**src/common/mist_pkg.sv**
```systemverilog
package mist_pkg;

	// frame opcodes, first byte after CONF_DATA0 falls.
	typedef enum logic [7:0] {
		CMD_BUT_SW = 8'h01,
		CMD_JOY0   = 8'h02,
		CMD_JOY1   = 8'h03,
		CMD_KEY    = 8'h05,
		CMD_STATUS = 8'h1e
	} spi_cmd_e;

	typedef struct packed {
		logic fire_d;
		logic fire_c;
		logic fire_b;
		logic fire_a;
		logic up;
		logic down;
		logic left;
		logic right;
	} joy_t;

	typedef struct packed {
		logic       pressed;
		logic [7:0] code;
	} key_event_t;

	typedef struct packed {
		logic [26:0] spare_hi;
		logic [1:0]  scanlines;
		logic        rotate;
		logic        spare_lo;
		logic        reset;
	} status_t;

	typedef struct packed {
		logic fire_f;
		logic fire_e;
		logic fire_d;
		logic fire_c;
		logic fire_b;
		logic fire_a;
		logic up;
		logic down;
		logic left;
		logic right;
	} player_t;

	typedef struct packed {
		logic tilt;
		logic coin4;
		logic coin3;
		logic coin2;
		logic coin1;
		logic start4;
		logic start3;
		logic start2;
		logic start1;
	} sys_ctrl_t;

	typedef struct packed {
		logic [2:0] r;
		logic [2:0] g;
		logic [1:0] b;
		logic       blankn;
		logic       hs;
		logic       vs;
	} core_px_t;

	typedef struct packed {
		logic [5:0] r;
		logic [5:0] g;
		logic [5:0] b;
		logic       hs;
		logic       vs;
	} vga_px_t;

	// ps/2 set 2 scan codes.
	localparam logic [7:0] KEY_UP    = 8'h75;
	localparam logic [7:0] KEY_DOWN  = 8'h72;
	localparam logic [7:0] KEY_LEFT  = 8'h6b;
	localparam logic [7:0] KEY_RIGHT = 8'h74;
	localparam logic [7:0] KEY_LCTRL = 8'h14;
	localparam logic [7:0] KEY_LALT  = 8'h11;
	localparam logic [7:0] KEY_1     = 8'h16;
	localparam logic [7:0] KEY_2     = 8'h1e;
	localparam logic [7:0] KEY_5     = 8'h2e;

endpackage

```
**src/user_io/spi_byte_rx.sv**
```systemverilog
`timescale 1ns/100ps

module spi_byte_rx (
	input  logic       clock_12,
	input  logic       rst_n,
	input  logic       sck,
	input  logic       sdi,
	input  logic       ss_n,
	output logic       byte_valid,
	output logic       first_byte,
	output logic [7:0] rx_byte
);

	logic [1:0] sck_sync;
	logic [1:0] sdi_sync;
	logic [1:0] ss_sync;
	logic       sck_d;
	logic       sck_rise;
	logic [2:0] bit_cnt;
	logic [6:0] shift;
	logic       first_pending;

	always_ff @(posedge clock_12) begin
		if (!rst_n) begin
			sck_sync <= 2'b00;
			sdi_sync <= 2'b00;
			ss_sync  <= 2'b11; // deselected.
			sck_d    <= 1'b0;
		end else begin
			sck_sync <= {sck_sync[0], sck};
			sdi_sync <= {sdi_sync[0], sdi};
			ss_sync  <= {ss_sync[0], ss_n};
			sck_d    <= sck_sync[1];
		end
	end

	assign sck_rise = sck_sync[1] & ~sck_d;

	always_ff @(posedge clock_12) begin
		if (!rst_n) begin
			bit_cnt       <= 3'd0;
			first_pending <= 1'b1;
			byte_valid    <= 1'b0;
			first_byte    <= 1'b0;
		end else begin
			byte_valid <= 1'b0;
			if (ss_sync[1]) begin
				// between frames, so the next byte is an opcode.
				bit_cnt       <= 3'd0;
				first_pending <= 1'b1;
			end else if (sck_rise) begin
				bit_cnt <= bit_cnt + 3'd1;
				if (bit_cnt == 3'd7) begin
					byte_valid    <= 1'b1;
					first_byte    <= first_pending;
					first_pending <= 1'b0;
				end
			end
		end
	end

	always_ff @(posedge clock_12) begin
		if (sck_rise && !ss_sync[1]) begin
			shift <= {shift[5:0], sdi_sync[1]}; // msb first.
			if (bit_cnt == 3'd7)
				rx_byte <= {shift, sdi_sync[1]};
		end
	end

endmodule

```
**src/user_io/user_io.sv**
```systemverilog
`timescale 1ns/100ps

module user_io import mist_pkg::*; (
	input  logic       clock_12,
	input  logic       rst_n,
	input  logic       sck,
	input  logic       sdi,
	input  logic       ss_n,
	input  logic       key_ack,
	output logic [1:0] buttons,
	output logic [1:0] switches,
	output joy_t       joystick_0,
	output joy_t       joystick_1,
	output status_t    status,
	output key_event_t key_event,
	output logic       key_req
);

	typedef enum logic [1:0] {IDLE, PAYLOAD, DISCARD} state_e;

	state_e      state;
	spi_cmd_e    cmd;
	logic [1:0]  byte_cnt;
	logic [31:0] data_buf;
	logic [31:0] frame_word;
	logic        byte_valid;
	logic        first_byte;
	logic [7:0]  rx_byte;
	logic        payload_byte;
	logic        last_byte;
	logic        key_take;

	function automatic logic [2:0] payload_len(input logic [7:0] op);
		case (op)
			CMD_BUT_SW, CMD_JOY0, CMD_JOY1: payload_len = 3'd1;
			CMD_KEY:                        payload_len = 3'd2;
			CMD_STATUS:                     payload_len = 3'd4;
			default:                        payload_len = 3'd0;
		endcase
	endfunction

	spi_byte_rx u_rx (
		.clock_12  (clock_12),
		.rst_n     (rst_n),
		.sck       (sck),
		.sdi       (sdi),
		.ss_n      (ss_n),
		.byte_valid(byte_valid),
		.first_byte(first_byte),
		.rx_byte   (rx_byte)
	);

	// bytes enter at the top, so the last byte sits in 31:24.
	assign frame_word   = {rx_byte, data_buf[31:8]};
	assign payload_byte = byte_valid && !first_byte && state == PAYLOAD;
	assign last_byte    = ({1'b0, byte_cnt} + 3'd1) == payload_len(cmd);
	// a key frame landing mid-handshake is dropped.
	assign key_take     = payload_byte && last_byte && cmd == CMD_KEY && !key_req && !key_ack;

	always_ff @(posedge clock_12) begin
		if (!rst_n) begin
			state      <= IDLE;
			byte_cnt   <= 2'd0;
			buttons    <= 2'b00;
			switches   <= 2'b00;
			joystick_0 <= '0;
			joystick_1 <= '0;
			status     <= '0;
			key_req    <= 1'b0;
		end else begin
			if (key_req && key_ack)
				key_req <= 1'b0;
			if (key_take)
				key_req <= 1'b1;
			if (byte_valid && first_byte) begin
				byte_cnt <= 2'd0;
				state    <= (payload_len(rx_byte) != 3'd0) ? PAYLOAD : DISCARD;
			end else if (payload_byte) begin
				byte_cnt <= byte_cnt + 2'd1;
				if (last_byte) begin
					state <= IDLE; // trailing bytes are ignored.
					case (cmd)
						CMD_BUT_SW: begin
							buttons  <= frame_word[25:24];
							switches <= frame_word[27:26];
						end
						CMD_JOY0:   joystick_0 <= frame_word[31:24];
						CMD_JOY1:   joystick_1 <= frame_word[31:24];
						CMD_STATUS: status <= frame_word;
						default: ;
					endcase
				end
			end
		end
	end

	always_ff @(posedge clock_12) begin
		if (byte_valid && first_byte)
			cmd <= spi_cmd_e'(rx_byte);
		if (payload_byte)
			data_buf <= frame_word;
		if (key_take)
			key_event <= '{pressed: frame_word[16], code: frame_word[31:24]}; // flags, then code.
	end

endmodule

```
**src/logic/arcade_inputs.sv**
```systemverilog
`timescale 1ns/100ps

module arcade_inputs import mist_pkg::*; (
	input  logic       clock_12,
	input  logic       rst_n,
	input  key_event_t key_event,
	input  logic       key_req,
	input  joy_t       joystick_0,
	input  joy_t       joystick_1,
	input  logic       rotate,
	output logic       key_ack,
	output player_t    player1,
	output player_t    player2,
	output sys_ctrl_t  sys_ctrl
);

	logic      k_up;
	logic      k_down;
	logic      k_left;
	logic      k_right;
	logic      k_fire_a;
	logic      k_fire_b;
	logic      k_start1;
	logic      k_start2;
	logic      k_coin1;
	player_t   p1_merged;
	player_t   p1_next;
	player_t   p2_next;
	sys_ctrl_t ctrl_next;

	always_ff @(posedge clock_12) begin
		if (!rst_n) begin
			key_ack  <= 1'b0;
			k_up     <= 1'b0;
			k_down   <= 1'b0;
			k_left   <= 1'b0;
			k_right  <= 1'b0;
			k_fire_a <= 1'b0;
			k_fire_b <= 1'b0;
			k_start1 <= 1'b0;
			k_start2 <= 1'b0;
			k_coin1  <= 1'b0;
		end else if (key_req && !key_ack) begin
			key_ack <= 1'b1;
			case (key_event.code)
				KEY_UP:    k_up     <= key_event.pressed;
				KEY_DOWN:  k_down   <= key_event.pressed;
				KEY_LEFT:  k_left   <= key_event.pressed;
				KEY_RIGHT: k_right  <= key_event.pressed;
				KEY_LCTRL: k_fire_a <= key_event.pressed;
				KEY_LALT:  k_fire_b <= key_event.pressed;
				KEY_1:     k_start1 <= key_event.pressed;
				KEY_2:     k_start2 <= key_event.pressed;
				KEY_5:     k_coin1  <= key_event.pressed;
				default: ; // acked, no effect.
			endcase
		end else if (!key_req && key_ack) begin
			key_ack <= 1'b0;
		end
	end

	always_comb begin
		p1_merged        = '0;
		p1_merged.right  = joystick_0.right | k_right;
		p1_merged.left   = joystick_0.left | k_left;
		p1_merged.down   = joystick_0.down | k_down;
		p1_merged.up     = joystick_0.up | k_up;
		p1_merged.fire_a = joystick_0.fire_a | k_fire_a;
		p1_merged.fire_b = joystick_0.fire_b | k_fire_b;
		p1_merged.fire_c = joystick_0.fire_c;
		p1_merged.fire_d = joystick_0.fire_d;

		p1_next = p1_merged;
		if (rotate) begin
			// clockwise turn of the stick.
			p1_next.right = p1_merged.up;
			p1_next.down  = p1_merged.right;
			p1_next.left  = p1_merged.down;
			p1_next.up    = p1_merged.left;
		end

		p2_next        = '0;
		p2_next.right  = joystick_1.right;
		p2_next.left   = joystick_1.left;
		p2_next.down   = joystick_1.down;
		p2_next.up     = joystick_1.up;
		p2_next.fire_a = joystick_1.fire_a;
		p2_next.fire_b = joystick_1.fire_b;
		p2_next.fire_c = joystick_1.fire_c;
		p2_next.fire_d = joystick_1.fire_d;

		ctrl_next        = '0;
		ctrl_next.start1 = k_start1;
		ctrl_next.start2 = k_start2;
		ctrl_next.coin1  = k_coin1;
	end

	always_ff @(posedge clock_12) begin
		if (!rst_n) begin
			player1  <= '0;
			player2  <= '0;
			sys_ctrl <= '0;
		end else begin
			player1  <= p1_next;
			player2  <= p2_next;
			sys_ctrl <= ctrl_next;
		end
	end

endmodule

```
**src/logic/video_out.sv**
```systemverilog
`timescale 1ns/100ps

module video_out import mist_pkg::*; (
	input  logic       clock_12,
	input  logic       rst_n,
	input  core_px_t   px,
	input  logic [1:0] scanlines,
	output vga_px_t    vga
);

	logic       hs_d;
	logic       line_odd;
	logic       hs_fall;
	logic       odd_now;
	logic [5:0] r_exp;
	logic [5:0] g_exp;
	logic [5:0] b_exp;

	// 1 takes off a quarter, 2 halves, 3 leaves a quarter.
	function automatic logic [5:0] dim(input logic [5:0] c, input logic [1:0] level);
		case (level)
			2'd1:    dim = c - (c >> 2);
			2'd2:    dim = c >> 1;
			2'd3:    dim = c >> 2;
			default: dim = c;
		endcase
	endfunction

	assign hs_fall = hs_d & ~px.hs;
	assign odd_now = line_odd ^ hs_fall; // new line starts with the falling hs.

	always_comb begin
		r_exp = px.blankn ? {px.r, px.r} : 6'd0;
		g_exp = px.blankn ? {px.g, px.g} : 6'd0;
		b_exp = px.blankn ? {px.b, px.b, px.b} : 6'd0;
	end

	always_ff @(posedge clock_12) begin
		if (!rst_n) begin
			hs_d     <= 1'b0;
			line_odd <= 1'b0;
			vga      <= '0;
		end else begin
			hs_d     <= px.hs;
			line_odd <= odd_now;
			vga.r    <= odd_now ? dim(r_exp, scanlines) : r_exp;
			vga.g    <= odd_now ? dim(g_exp, scanlines) : g_exp;
			vga.b    <= odd_now ? dim(b_exp, scanlines) : b_exp;
			vga.hs   <= px.hs;
			vga.vs   <= px.vs;
		end
	end

endmodule

```
**src/logic/sigma_delta_dac.sv**
```systemverilog
`timescale 1ns/100ps

module sigma_delta_dac #(
	parameter int DAC_BITS = 16
) (
	input  logic                       clock_12,
	input  logic                       rst_n,
	input  logic signed [DAC_BITS-1:0] sample,
	output logic                       dout
);

	logic [DAC_BITS-1:0] offset;
	logic [DAC_BITS:0]   acc;

	// flip the sign bit for offset binary.
	assign offset = {~sample[DAC_BITS-1], sample[DAC_BITS-2:0]};

	always_ff @(posedge clock_12) begin
		if (!rst_n)
			acc <= '0;
		else
			acc <= {1'b0, acc[DAC_BITS-1:0]} + {1'b0, offset};
	end

	assign dout = acc[DAC_BITS]; // carry out is the pulse stream.

endmodule

```
**src/logic/arcade_shell.sv**
```systemverilog
`timescale 1ns/100ps

module arcade_shell import mist_pkg::*; #(
	localparam int DAC_BITS = 16
) (
	input  logic                       clock_12,
	input  logic                       rst_n,
	input  logic                       SPI_SCK,
	input  logic                       SPI_DI,
	input  logic                       CONF_DATA0,
	input  core_px_t                   core_px,
	input  logic signed [DAC_BITS-1:0] core_audio,
	output logic [5:0]                 VGA_R,
	output logic [5:0]                 VGA_G,
	output logic [5:0]                 VGA_B,
	output logic                       VGA_HS,
	output logic                       VGA_VS,
	output logic                       AUDIO_L,
	output logic                       AUDIO_R,
	output logic                       LED,
	output player_t                    player1,
	output player_t                    player2,
	output sys_ctrl_t                  sys_ctrl,
	output logic                       core_reset
);

	logic [1:0] buttons;
	joy_t       joystick_0;
	joy_t       joystick_1;
	status_t    status;
	key_event_t key_event;
	logic       key_req;
	logic       key_ack;
	vga_px_t    vga;

	assign LED     = 1'b1;
	assign AUDIO_R = AUDIO_L;

	user_io u_user_io (
		.clock_12  (clock_12),
		.rst_n     (rst_n),
		.sck       (SPI_SCK),
		.sdi       (SPI_DI),
		.ss_n      (CONF_DATA0),
		.key_ack   (key_ack),
		.buttons   (buttons),
		.switches  (),
		.joystick_0(joystick_0),
		.joystick_1(joystick_1),
		.status    (status),
		.key_event (key_event),
		.key_req   (key_req)
	);

	arcade_inputs u_inputs (
		.clock_12  (clock_12),
		.rst_n     (rst_n),
		.key_event (key_event),
		.key_req   (key_req),
		.joystick_0(joystick_0),
		.joystick_1(joystick_1),
		.rotate    (status.rotate),
		.key_ack   (key_ack),
		.player1   (player1),
		.player2   (player2),
		.sys_ctrl  (sys_ctrl)
	);

	video_out u_video (
		.clock_12 (clock_12),
		.rst_n    (rst_n),
		.px       (core_px),
		.scanlines(status.scanlines),
		.vga      (vga)
	);

	assign VGA_R  = vga.r;
	assign VGA_G  = vga.g;
	assign VGA_B  = vga.b;
	assign VGA_HS = vga.hs;
	assign VGA_VS = vga.vs;

	sigma_delta_dac #(
		.DAC_BITS(DAC_BITS)
	) u_dac (
		.clock_12(clock_12),
		.rst_n   (rst_n),
		.sample  (core_audio),
		.dout    (AUDIO_L)
	);

	// core held in reset by the OSD toggle or the board button.
	always_ff @(posedge clock_12) begin
		if (!rst_n)
			core_reset <= 1'b1;
		else
			core_reset <= status.reset | buttons[1];
	end

endmodule

```
**config.mk**
```make
export PLATFORM = sky130hd
export DESIGN_NAME = arcade_shell
export DESIGN_NICKNAME = d
export VERILOG_FILES = /design/src/common/mist_pkg.sv /design/src/user_io/spi_byte_rx.sv /design/src/user_io/user_io.sv /design/src/logic/arcade_inputs.sv /design/src/logic/video_out.sv /design/src/logic/sigma_delta_dac.sv /design/src/logic/arcade_shell.sv
export SDC_FILE = /design/constraint.sdc
export NUM_CORES = 1
export LEC_CHECK = 0
export BUFFER_PORTS_ARGS = -buffer_cell sky130_fd_sc_hd__buf_2
export CAP_MARGIN = 0
export CORE_MARGIN = 4
export CORE_UTILIZATION = 40
export CTS_BUF_LIST = sky130_fd_sc_hd__clkbuf_4
export DETAILED_ROUTE_END_ITERATION = 6
export HOLD_SLACK_MARGIN = 0.06
export MAX_ROUTING_LAYER = met4
export PLACE_DENSITY = 0.62
export SETUP_SLACK_MARGIN = 0.1
export SLEW_MARGIN = 20
export SYNTH_ARGS = -nofsm -noshare
export SYNTH_HDL_FRONTEND = slang
export SYNTH_SLANG_ARGS = --single-unit
```
**constraint.sdc**
```tcl
create_clock -name clock_12 -period 3.5 [get_ports clock_12]
set_input_delay 0.525 -clock clock_12 [delete_from_list [all_inputs] [get_ports clock_12]]
set_output_delay 0.525 -clock clock_12 [all_outputs]
set_load 0.03 [all_outputs]
```
==> results_dict.tcl, run 1 <==
set metrics [dict create \
    status "complete, no violations" \
    synth_area_leaders "dfxtp_1, edfxtp_1, ha_1, nor2_1, mux2i_1" \
    rows 46 \
    gp_congestion 0.855 \
    syn_to_final_growth_pct 12.8 \
    hold_class "input port to register" \
    grt.total_usage_pct 14.8 \
    holdBufCountCts 0 \
    drc 0 \
    clk_latency_ns 0.53 \
    clockBufferDepth 2 \
    cp.required_ns 3.75 \
    cts_tree "done" \
    startpoint_type "register" \
    viasPerCell 5.02 \
    die_x_um 135 \
    cp_top_family "simple AND/OR/NAND/NOR gates" \
    nets 751 \
    cts_setup_buffers 0 \
    drtPass1Iterations 4 \
    cts_buffers 17 \
    ys_types 61 \
    cp_num_cells 6 \
    cts.sinks 149 \
    fin_crit_ns 2.57 \
    synth-seq-area-share_pct 53.1 \
    num_vias 4605 \
    place_inst 885 \
    synth-main-ff-cell "dfxtp_1" \
    instances_no_fill 917 \
    synth_top_cell_area_share_pct 32.6 \
    hold_viol_final 0 \
    tns_ns 0 \
    dp_hpwl_um 9090 \
    skew_ns 0.0160 \
    dieArea_um2 18200 \
    crit_path_end_kind "register" \
    overflow 0 \
    wl_per_cell_um 13.8 \
    path_max_fanout 9 \
    synth_edf_count 44 \
    final_max_slew_viol_count 0 \
    drt-initial-drc-count 181 \
    p_leak_nw 3.11 \
    setup_viol 0 \
    die_h_um 135 \
    crit_path_max_incr_delay_ns 0.56 \
    async_reset_ff_share_pct 0 \
    antenna_found_initial 0 \
    coreArea_um2 15800 \
    grt_max_degree 54 \
    ff2ff_path_depth 6 \
    io_buffer_count 73 \
    ant_nets 0 \
    holdPathStages 2 \
    grt_pass1_wl_um 21100 \
    ios 85 \
    cts_resized 0 \
    fmax_ghz 0.390 \
    wirelength_um 12700 \
    period_share_pct 73.3 \
    worst_slew_pin_slew_ns 0.939 \
    drive_gt1_share_pct 17.7 \
    synth.cell_area_um2 6450 \
    rsz0062_at_grt "false" \
    crit_chain "or4b_4 -> or3b_1 -> xor2_2 -> nand3_4 -> nor4_1 -> buf_4" \
    n_antenna_cell 0 \
    powerDensity_nw_per_um2 514 \
    path_clk_slew_ns 0.12 \
    synth_top_area_cell "dfxtp_1" \
    fillers 1508 \
    avgSynthCellArea_um2 10.4 \
    root_buffer "clkbuf_4" \
    worstSetupPathType "register to register" \
    htreeDepth 4 \
    critPathSlowestCell "or4b_4" \
    synth-seq-cells 149 \
    critical_path_buf_inv_count 1 \
    peakVddDrop_v 0.000272 \
    max_slew_margin_pct 37.3 \
    maxCapViolCount 0 \
    grt_pass1_vias 4435 \
    synth_cells 618 \
    start_util_pct 40.8 \
    arrival_ns 2.82 \
    yosysWarningCount 0 \
]
-- where the power goes --
group	switching, mW	total (mW)	leakage (nW)	internal, mW
Combinational	0.431	0.731	1.70	0.300
Clock	0.605	1.13	0.164	0.521
Sequential	0.0273	1.88	1.25	1.85
Total	1.06	3.74	3.11	2.68
-- per-stage QoR --
step / utilization [%] / setup WS, ns / instance area [um2] / hold slack [ns] / power [mW]
floorplan: - / 0.407 / 6480 / 0.386 / 2.51
global placement: 44.1 / 0.755 / 6970 / 0.402 / 2.62
detailed placement: 44.1 / 0.676 / 6970 / 0.405 / 2.64
CTS: 46.0 / 0.905 / 7280 / 0.103 / 3.79
global route: 46.0 / 0.707 / 7280 / 0.103 / 3.96
finish: 46.0 / 0.934 / 7280 / 0.174 / 3.74
-- sequential cells by signal (all words and copies together), names as in the netlist, 4 cells and up --
signal,cells
u_user_io.status,4
u_user_io.u_rx.shift,7
u_user_io.u_rx.rx_byte,8
u_user_io.data_buf,12
u_inputs.player2,8
u_dac.acc,17
u_video.vga,18
u_user_io.joystick_1,8
u_user_io.joystick_0,8
u_user_io.key_event,9
u_user_io.cmd,8
u_inputs.player1,8
-- logic make-up (layout without fill, tap and decap cells) --
kind of cell / Yosys count / count (layout) / synth area share, %
AOI/OAI and AO/OA: 105 / 105 / 10.5
muxes: 30 / 30 / 4.66
other: 2 / 11 / 0.116
buffers and inverters: 49 / 123 / 3.88
adders and majority gates: 31 / 31 / 6.36
xor gates and xnor gates: 16 / 16 / 2.29
DFF: 149 / 149 / 53.1
and+or+nand+nor: 236 / 236 / 19.1
-- layer usage --
layer  up-vias  share of wire (%)  global-route usage, %  wire length, um
li1       2306                  -                      -                -
met1      2163                 44                   17.6             5640
met2       111                 48                   24.0             6110
met3        25                4.6                   3.91              589
met4         0                2.6                   6.33              329
met5         -                  0                      -                0
-- cell type report --
class	instances	area, um2	area share (%)
timing repair buffer	79	410	5.64
sequential	149	3420	47.0
inverter	12	45.0	0.619
tap	216	270	3.71
clock inverter	12	153	2.10
clock buffer	20	150	2.06
multi-input combinational	429	2830	38.8
-- worst paths after layout --
kind | slack (ns) | start | endpoint
max | 0.93 | u_user_io.cmd[5] | u_user_io.key_event[0]
min | 0.17 | CONF_DATA0 | u_user_io.u_rx.ss_sync[0]
max reg2reg | 0.93 | u_user_io.cmd[5] | u_user_io.key_event[0]
min reg2reg | 0.43 | u_user_io.u_rx.ss_sync[0] | u_user_io.u_rx.ss_sync[1]
-- placed cells by master (no fill, tap or decap), types with 28 or more instances in the layout --
cell | netlist | routed
a21oi_1 | 28 | 28
and2_1 | 28 | 28
buf_2 | 5 | 73
dfxtp_1 | 105 | 105
edfxtp_1 | 44 | 44
ha_1 | 28 | 28
mux2i_1 | 30 | 30
nand2_1 | 37 | 37
nor2_1 | 81 | 81
-- worst register-to-register path: stages (launching register included) --
cell and delay [ns]:
edfxtp_1 0.40, or4b_4 0.56, or3b_1 0.45, xor2_2 0.32
nand3_4 0.15, nor4_1 0.20, buf_4 0.22
-- Yosys cell counts, drive strengths merged (3+ instances only) --
| cell | n |
|---|---|
| o21a | 6 |
| a21o | 15 |
| dfxtp | 105 |
| nor2 | 81 |
| nor2b | 7 |
| and2 | 28 |
| a21oi | 28 |
| a31oi | 5 |
| clkbuf | 17 |
| or2 | 3 |
| mux2i | 30 |
| and3 | 6 |
| buf | 20 |
| nand2 | 37 |
| nand2b | 12 |
| nor4 | 5 |
| a211oi | 14 |
| nand3b | 4 |
| inv | 11 |
| xor2 | 7 |
| xnor2 | 9 |
| edfxtp | 44 |
| nor3 | 16 |
| ha | 28 |
| a2111oi | 3 |
| o21ai | 22 |
| nand3 | 22 |
| fa | 3 |
Note: power is estimated with default switching activity, not from simulation.
==> run 2, diff against run 1 <==
--- a/config.mk
+++ b/config.mk
@@ -13,7 +13,7 @@
 export DETAILED_ROUTE_END_ITERATION = 6
 export HOLD_SLACK_MARGIN = 0.06
 export MAX_ROUTING_LAYER = met4
-export PLACE_DENSITY = 0.62
+export PLACE_DENSITY = 0.64
 export SETUP_SLACK_MARGIN = 0.1
 export SLEW_MARGIN = 20
 export SYNTH_ARGS = -nofsm -noshare
==> constraint.sdc (replaced) <==
create_clock -name clock_12 -period 2.15 [get_ports clock_12]
set_input_delay 0.3225 -clock clock_12 [delete_from_list [all_inputs] [get_ports clock_12]]
set_output_delay 0.3225 -clock clock_12 [all_outputs]
set_load 0.03 [all_outputs]
==> results_dict.tcl, run 2 (synthesis gave the netlist of run 1 again) <==
set metrics [dict create \
    status "finished, violations left" \
    violations "setup timing" \
    grt_pass1_vias 4657 \
    drtPass1Iterations 4 \
    crit_path_max_incr_delay_ns 0.55 \
    grt.total_usage_pct 15.4 \
    cp.required_ns 2.58 \
    regMostFlops "u_video.vga" \
    powerDensity_nw_per_um2 799 \
    whs_ns 0.140 \
    path_clk_slew_ns 0.13 \
    critical_path_buf_inv_count 1 \
    start_util_pct 40.8 \
    clockBufferDepth 2 \
    grt_max_degree 54 \
    final_common_cell "dfxtp_1" \
    cts_tree "done" \
    htreeDepth 4 \
    grt_pass1_wl_um 22100 \
    rsz0062_at_grt "true" \
    p_leak_nw 3.34 \
    viasPerCell 4.93 \
    nets 792 \
    dp_hpwl_um 9310 \
    dieArea_um2 18200 \
    die_h_um 135 \
    n_antenna_cell 0 \
    cp_top_family "simple AND/OR/NAND/NOR gates" \
    hold_class "input port to register" \
    path_max_fanout 8 \
    startpoint_type "register" \
    wl_per_cell_um 13.6 \
    gp_congestion 0.839 \
    final_max_slew_viol_count 0 \
    worst_slew_pin_slew_ns 0.678 \
    fin_crit_ns 2.33 \
    io_buffer_count 73 \
    coreArea_um2 15800 \
    antenna_found_initial 0 \
    cts.sinks 149 \
    r2r_slack_ns -0.18 \
    root_buffer "clkbuf_4" \
    max_slew_margin_pct 54.5 \
    crit_path_end_kind "register" \
    die_x_um 135 \
    layout_common_cells "dfxtp_1, nor2_1, buf_2" \
    hold_viol_final 0 \
    fmax_ghz 0.430 \
    ant_nets 0 \
    drc 0 \
    fin_ws_ns -0.177 \
    ios 85 \
    largest_register_ff_count 18 \
    syn_to_final_growth_pct 21.1 \
    wirelength_um 13000 \
    setup_viol 31 \
    peakVddDrop_v 0.000438 \
    reg_top3 "u_video.vga x18, u_dac.acc x17, u_user_io.data_buf x12" \
    cts_buffers 17 \
    drive_gt1_share_pct 26.3 \
    drt-initial-drc-count 221 \
    place_inst 914 \
    clk_latency_ns 0.55 \
    rows 46 \
    maxCapViolCount 0 \
    critPathSlowestCell "or4b_4" \
    num_vias 4723 \
    overflow 0 \
    instances_no_fill 958 \
    utilization_pct 49.4 \
    period_share_pct 108 \
    worstSetupPathType "register to register" \
    crit_chain "or4b_4 -> or3b_4 -> xor2_4 -> buf_4 -> nand4_4 -> mux2i_1 -> nor2_1" \
    skew_ns 0.0191 \
    arrival_ns 2.76 \
]
run 2: area by class of cell:
class                           instances  area (um2)
Multi-Input combinational cell        429        3050
Sequential cell                       149        3430
Clock buffer                           17         128
Timing Repair Buffer                  120         743
Inverter                               12        45.0
Clock inverter                         15         146
Tap cell                              216         270
Fill cell                            1433        8010
run 2: worst paths after layout:
path / endpoint / startpoint / cells after the start
setup / recovery: u_user_io.joystick_1[3] / u_user_io.cmd[5] / 7
hold reg to reg: u_user_io.data_buf[12] / u_user_io.data_buf[20] / 0
setup reg to reg: u_user_io.joystick_1[3] / u_user_io.cmd[5] / 7
hold / removal: u_dac.acc[0] / core_audio[0] / 3
run 2: per-layer routing:
layer	share of wire (%)	up-vias	global-route usage, %
met2	49	97	25.3
met3	4.6	19	3.95
met4	1.4	0	4.93
met5	0	-	-
li1	-	2381	-
met1	45	2226	18.7
run 2: metrics by stage:
stage / area, um2 / setup slack, ns / power, mW / setup TNS [ns]
global placement: 7290 / -0.192 / 4.37 / -4.24
global route: 7810 / -0.292 / 6.64 / -7.87
CTS: 7740 / -0.187 / 6.19 / -4.77
detailed placement: 7290 / -0.259 / 4.41 / -6.46
floorplan: 6590 / -0.304 / 4.14 / -3.71
finish: 7810 / -0.177 / 6.24 / -4.29
run 2: timing repair:
| item | CTS | global route |
|---|---|---|
| endpoints found under the setup margin | 38 | 39 |
| buffers inserted | 3 | 2 |
| hold buffers | 7 | 0 |
| hold endpoints to repair | 9 | 0 |
| resized for setup | 17 | 15 |
| pin swaps | 9 | 13 |
run 2: report_power, final:
group          switching, mW  internal, mW  leakage (nW)
sequential            0.0516          3.02          1.25
clock                   1.06         0.607         0.151
combinational          0.822         0.673          1.93
total                   1.94          4.30          3.34
run 2: worst register-to-register path: cells and delay by family (launching register included):
kind,cells,cell delay (ns)
AND/OR/NAND/NOR,4,1.25
flip-flops,1,0.41
multiplexers,1,0.21
XOR/XNOR,1,0.19
buffers and inverters,1,0.16
==> run 3, diff against run 2 <==
==> constraint.sdc (replaced) <==
create_clock -name clock_12 -period 2 [get_ports clock_12]
set_input_delay 0.3 -clock clock_12 [delete_from_list [all_inputs] [get_ports clock_12]]
set_output_delay 0.3 -clock clock_12 [all_outputs]
set_load 0.03 [all_outputs]
==> results_dict.tcl, run 3 (synthesis gave the netlist of run 1 again) <==
set metrics [dict create \
    period_share_pct 117 \
    maxCapViolCount 0 \
    design_area_um2 8140 \
    grt_pass1_vias 4829 \
    ant_nets 0 \
    setup_viol 36 \
    r2r_slack_ns -0.33 \
    die_h_um 135 \
    wl_per_cell_um 13.8 \
    reg2reg_to "u_user_io.key_event[3]" \
    fin_ws_ns -0.331 \
    holdPathStages 4 \
    final_common_cell "dfxtp_1" \
    whs_ns 0.162 \
    violations "setup timing" \
    total_power_mw 6.98 \
    hold_class "input port to register" \
    n_antenna_cell 0 \
    worstSetupPathType "register to register" \
    ios 85 \
    path_clk_slew_ns 0.13 \
    dieArea_um2 18200 \
    grt_max_degree 53 \
    clk_latency_ns 0.56 \
    io_buffer_count 73 \
    rows 46 \
    drc 0 \
    peakVddDrop_v 0.000334 \
    place_area_um2 7540 \
    viasPerCell 4.96 \
    gp_congestion 0.854 \
    skew_ns 0.0135 \
    reg_top3 "u_video.vga x18, u_dac.acc x17, u_user_io.data_buf x12" \
    startpoint_type "register" \
    start_util_pct 40.8 \
    status "finished, violations left" \
    arrival_ns 2.61 \
    htreeDepth 4 \
    cp-startpoint "u_user_io.cmd[6]" \
    grt.total_usage_pct 15.7 \
    r2r-start "u_user_io.cmd[6]" \
    nets 812 \
    grt_pass1_wl_um 22400 \
    syn_to_final_growth_pct 26.3 \
    ff2ff_path_depth 8 \
    crit_path_end_kind "register" \
    cts_buffers 17 \
    dp_slack_ns -0.384 \
    rsz0062_at_grt "true" \
    antenna_found_initial 0 \
    root_buffer "clkbuf_4" \
    num_vias 4852 \
    drt-initial-drc-count 221 \
    cp-endpoint "u_user_io.key_event[3]" \
    final_max_slew_viol_count 0 \
    cp_common_cell "buf_6" \
    clockBufferDepth 2 \
    largest_register_ff_count 18 \
    path_max_fanout 9 \
    wirelength_um 13500 \
    crit_path_max_incr_delay_ns 0.56 \
    die_x_um 135 \
    layout_common_cells "dfxtp_1, nor2_1, buf_2" \
    drtPass1Iterations 4 \
    hold_viol_final 0 \
    fmax_ghz 0.429 \
    overflow 0 \
    powerDensity_nw_per_um2 856 \
    cts.sinks 149 \
    cts_tree "done" \
    worst_slew_pin_slew_ns 0.646 \
    dp_hpwl_um 9560 \
    cp.required_ns 2.28 \
    fin_crit_ns 2.33 \
    coreArea_um2 15800 \
    drive_gt1_share_pct 30.4 \
    max_slew_margin_pct 56.7 \
    p_leak_nw 3.46 \
    crit_chain "or4b_4 -> buf_6 -> o21ai_2 -> nor4b_4 -> buf_4 -> nand3_4 -> nor4_4 -> buf_6" \
    regMostFlops "u_video.vga" \
    critPathSlowestCell "or4b_4" \
]
-- run 3: final cells by class --
class | count | area [um2]
clock inverters | 14 | 149
fillers | 1415 | 7680
clock buffers | 18 | 135
repair buffers | 140 | 938
inverters | 12 | 53.8
flip-flops and latches | 149 | 3430
multi-input cells | 429 | 3170
well taps | 216 | 270
-- run 3: routing by layer --
layer	up-vias	part of all wire [%]	global-route usage, %
met3	23	5.6	4.40
li1	2430	-	-
met1	2275	44	18.8
met5	-	0	-
met2	124	49	25.6
met4	0	1.8	5.43
-- run 3: worst min-delay path by stage --
stage | start | end | slack [ns]
6_report | core_px[7] | u_video.vga[10] | 0.16
3_5_place_dp | u_user_io.data_buf[18] | u_user_io.data_buf[10] | 0.40
2_1_floorplan | u_user_io.u_rx.ss_sync[0] | u_user_io.u_rx.ss_sync[1] | 0.39
3_3_place_gp | u_user_io.u_rx.ss_sync[0] | u_user_io.u_rx.ss_sync[1] | 0.40
4_1_cts | core_px[10] | u_video.vga[16] | 0.11
5_1_grt | core_px[10] | u_video.vga[16] | 0.13
-- run 3: critical path, delay by kind of cell (launching register included) --
kind | cells | cell delay (ns)
DFF | 1 | 0.41
buffers and inverters | 3 | 0.49
AOI/OAI and AO/OA | 1 | 0.12
and+or+nand+nor | 4 | 1.04
-- run 3: power breakdown --
group          total [mW]  switching (mW)  internal (mW)
Clock                1.86            1.10          0.763
Combinational        1.81           0.973          0.834
Sequential           3.31          0.0566           3.25
Total                6.98            2.13           4.85
-- run 3: through the flow --
step	cells	TNS, ns	util (%)
after floorplan	627	-8.06	-
after global placement	928	-10.00	47.6
after detailed placement	928	-12.09	47.6
after CTS	972	-8.54	50.8
after global routing	978	-11.99	51.5
final	978	-8.75	51.5
-- run 3: what timing repair did --
action	4_1_cts	5_1_grt
hold endpoints to repair	11	0
gates resized for setup	24	14
buffers inserted	3	6
pin swaps	20	28
endpoints found under the setup margin	41	46
hold buffers	9	0
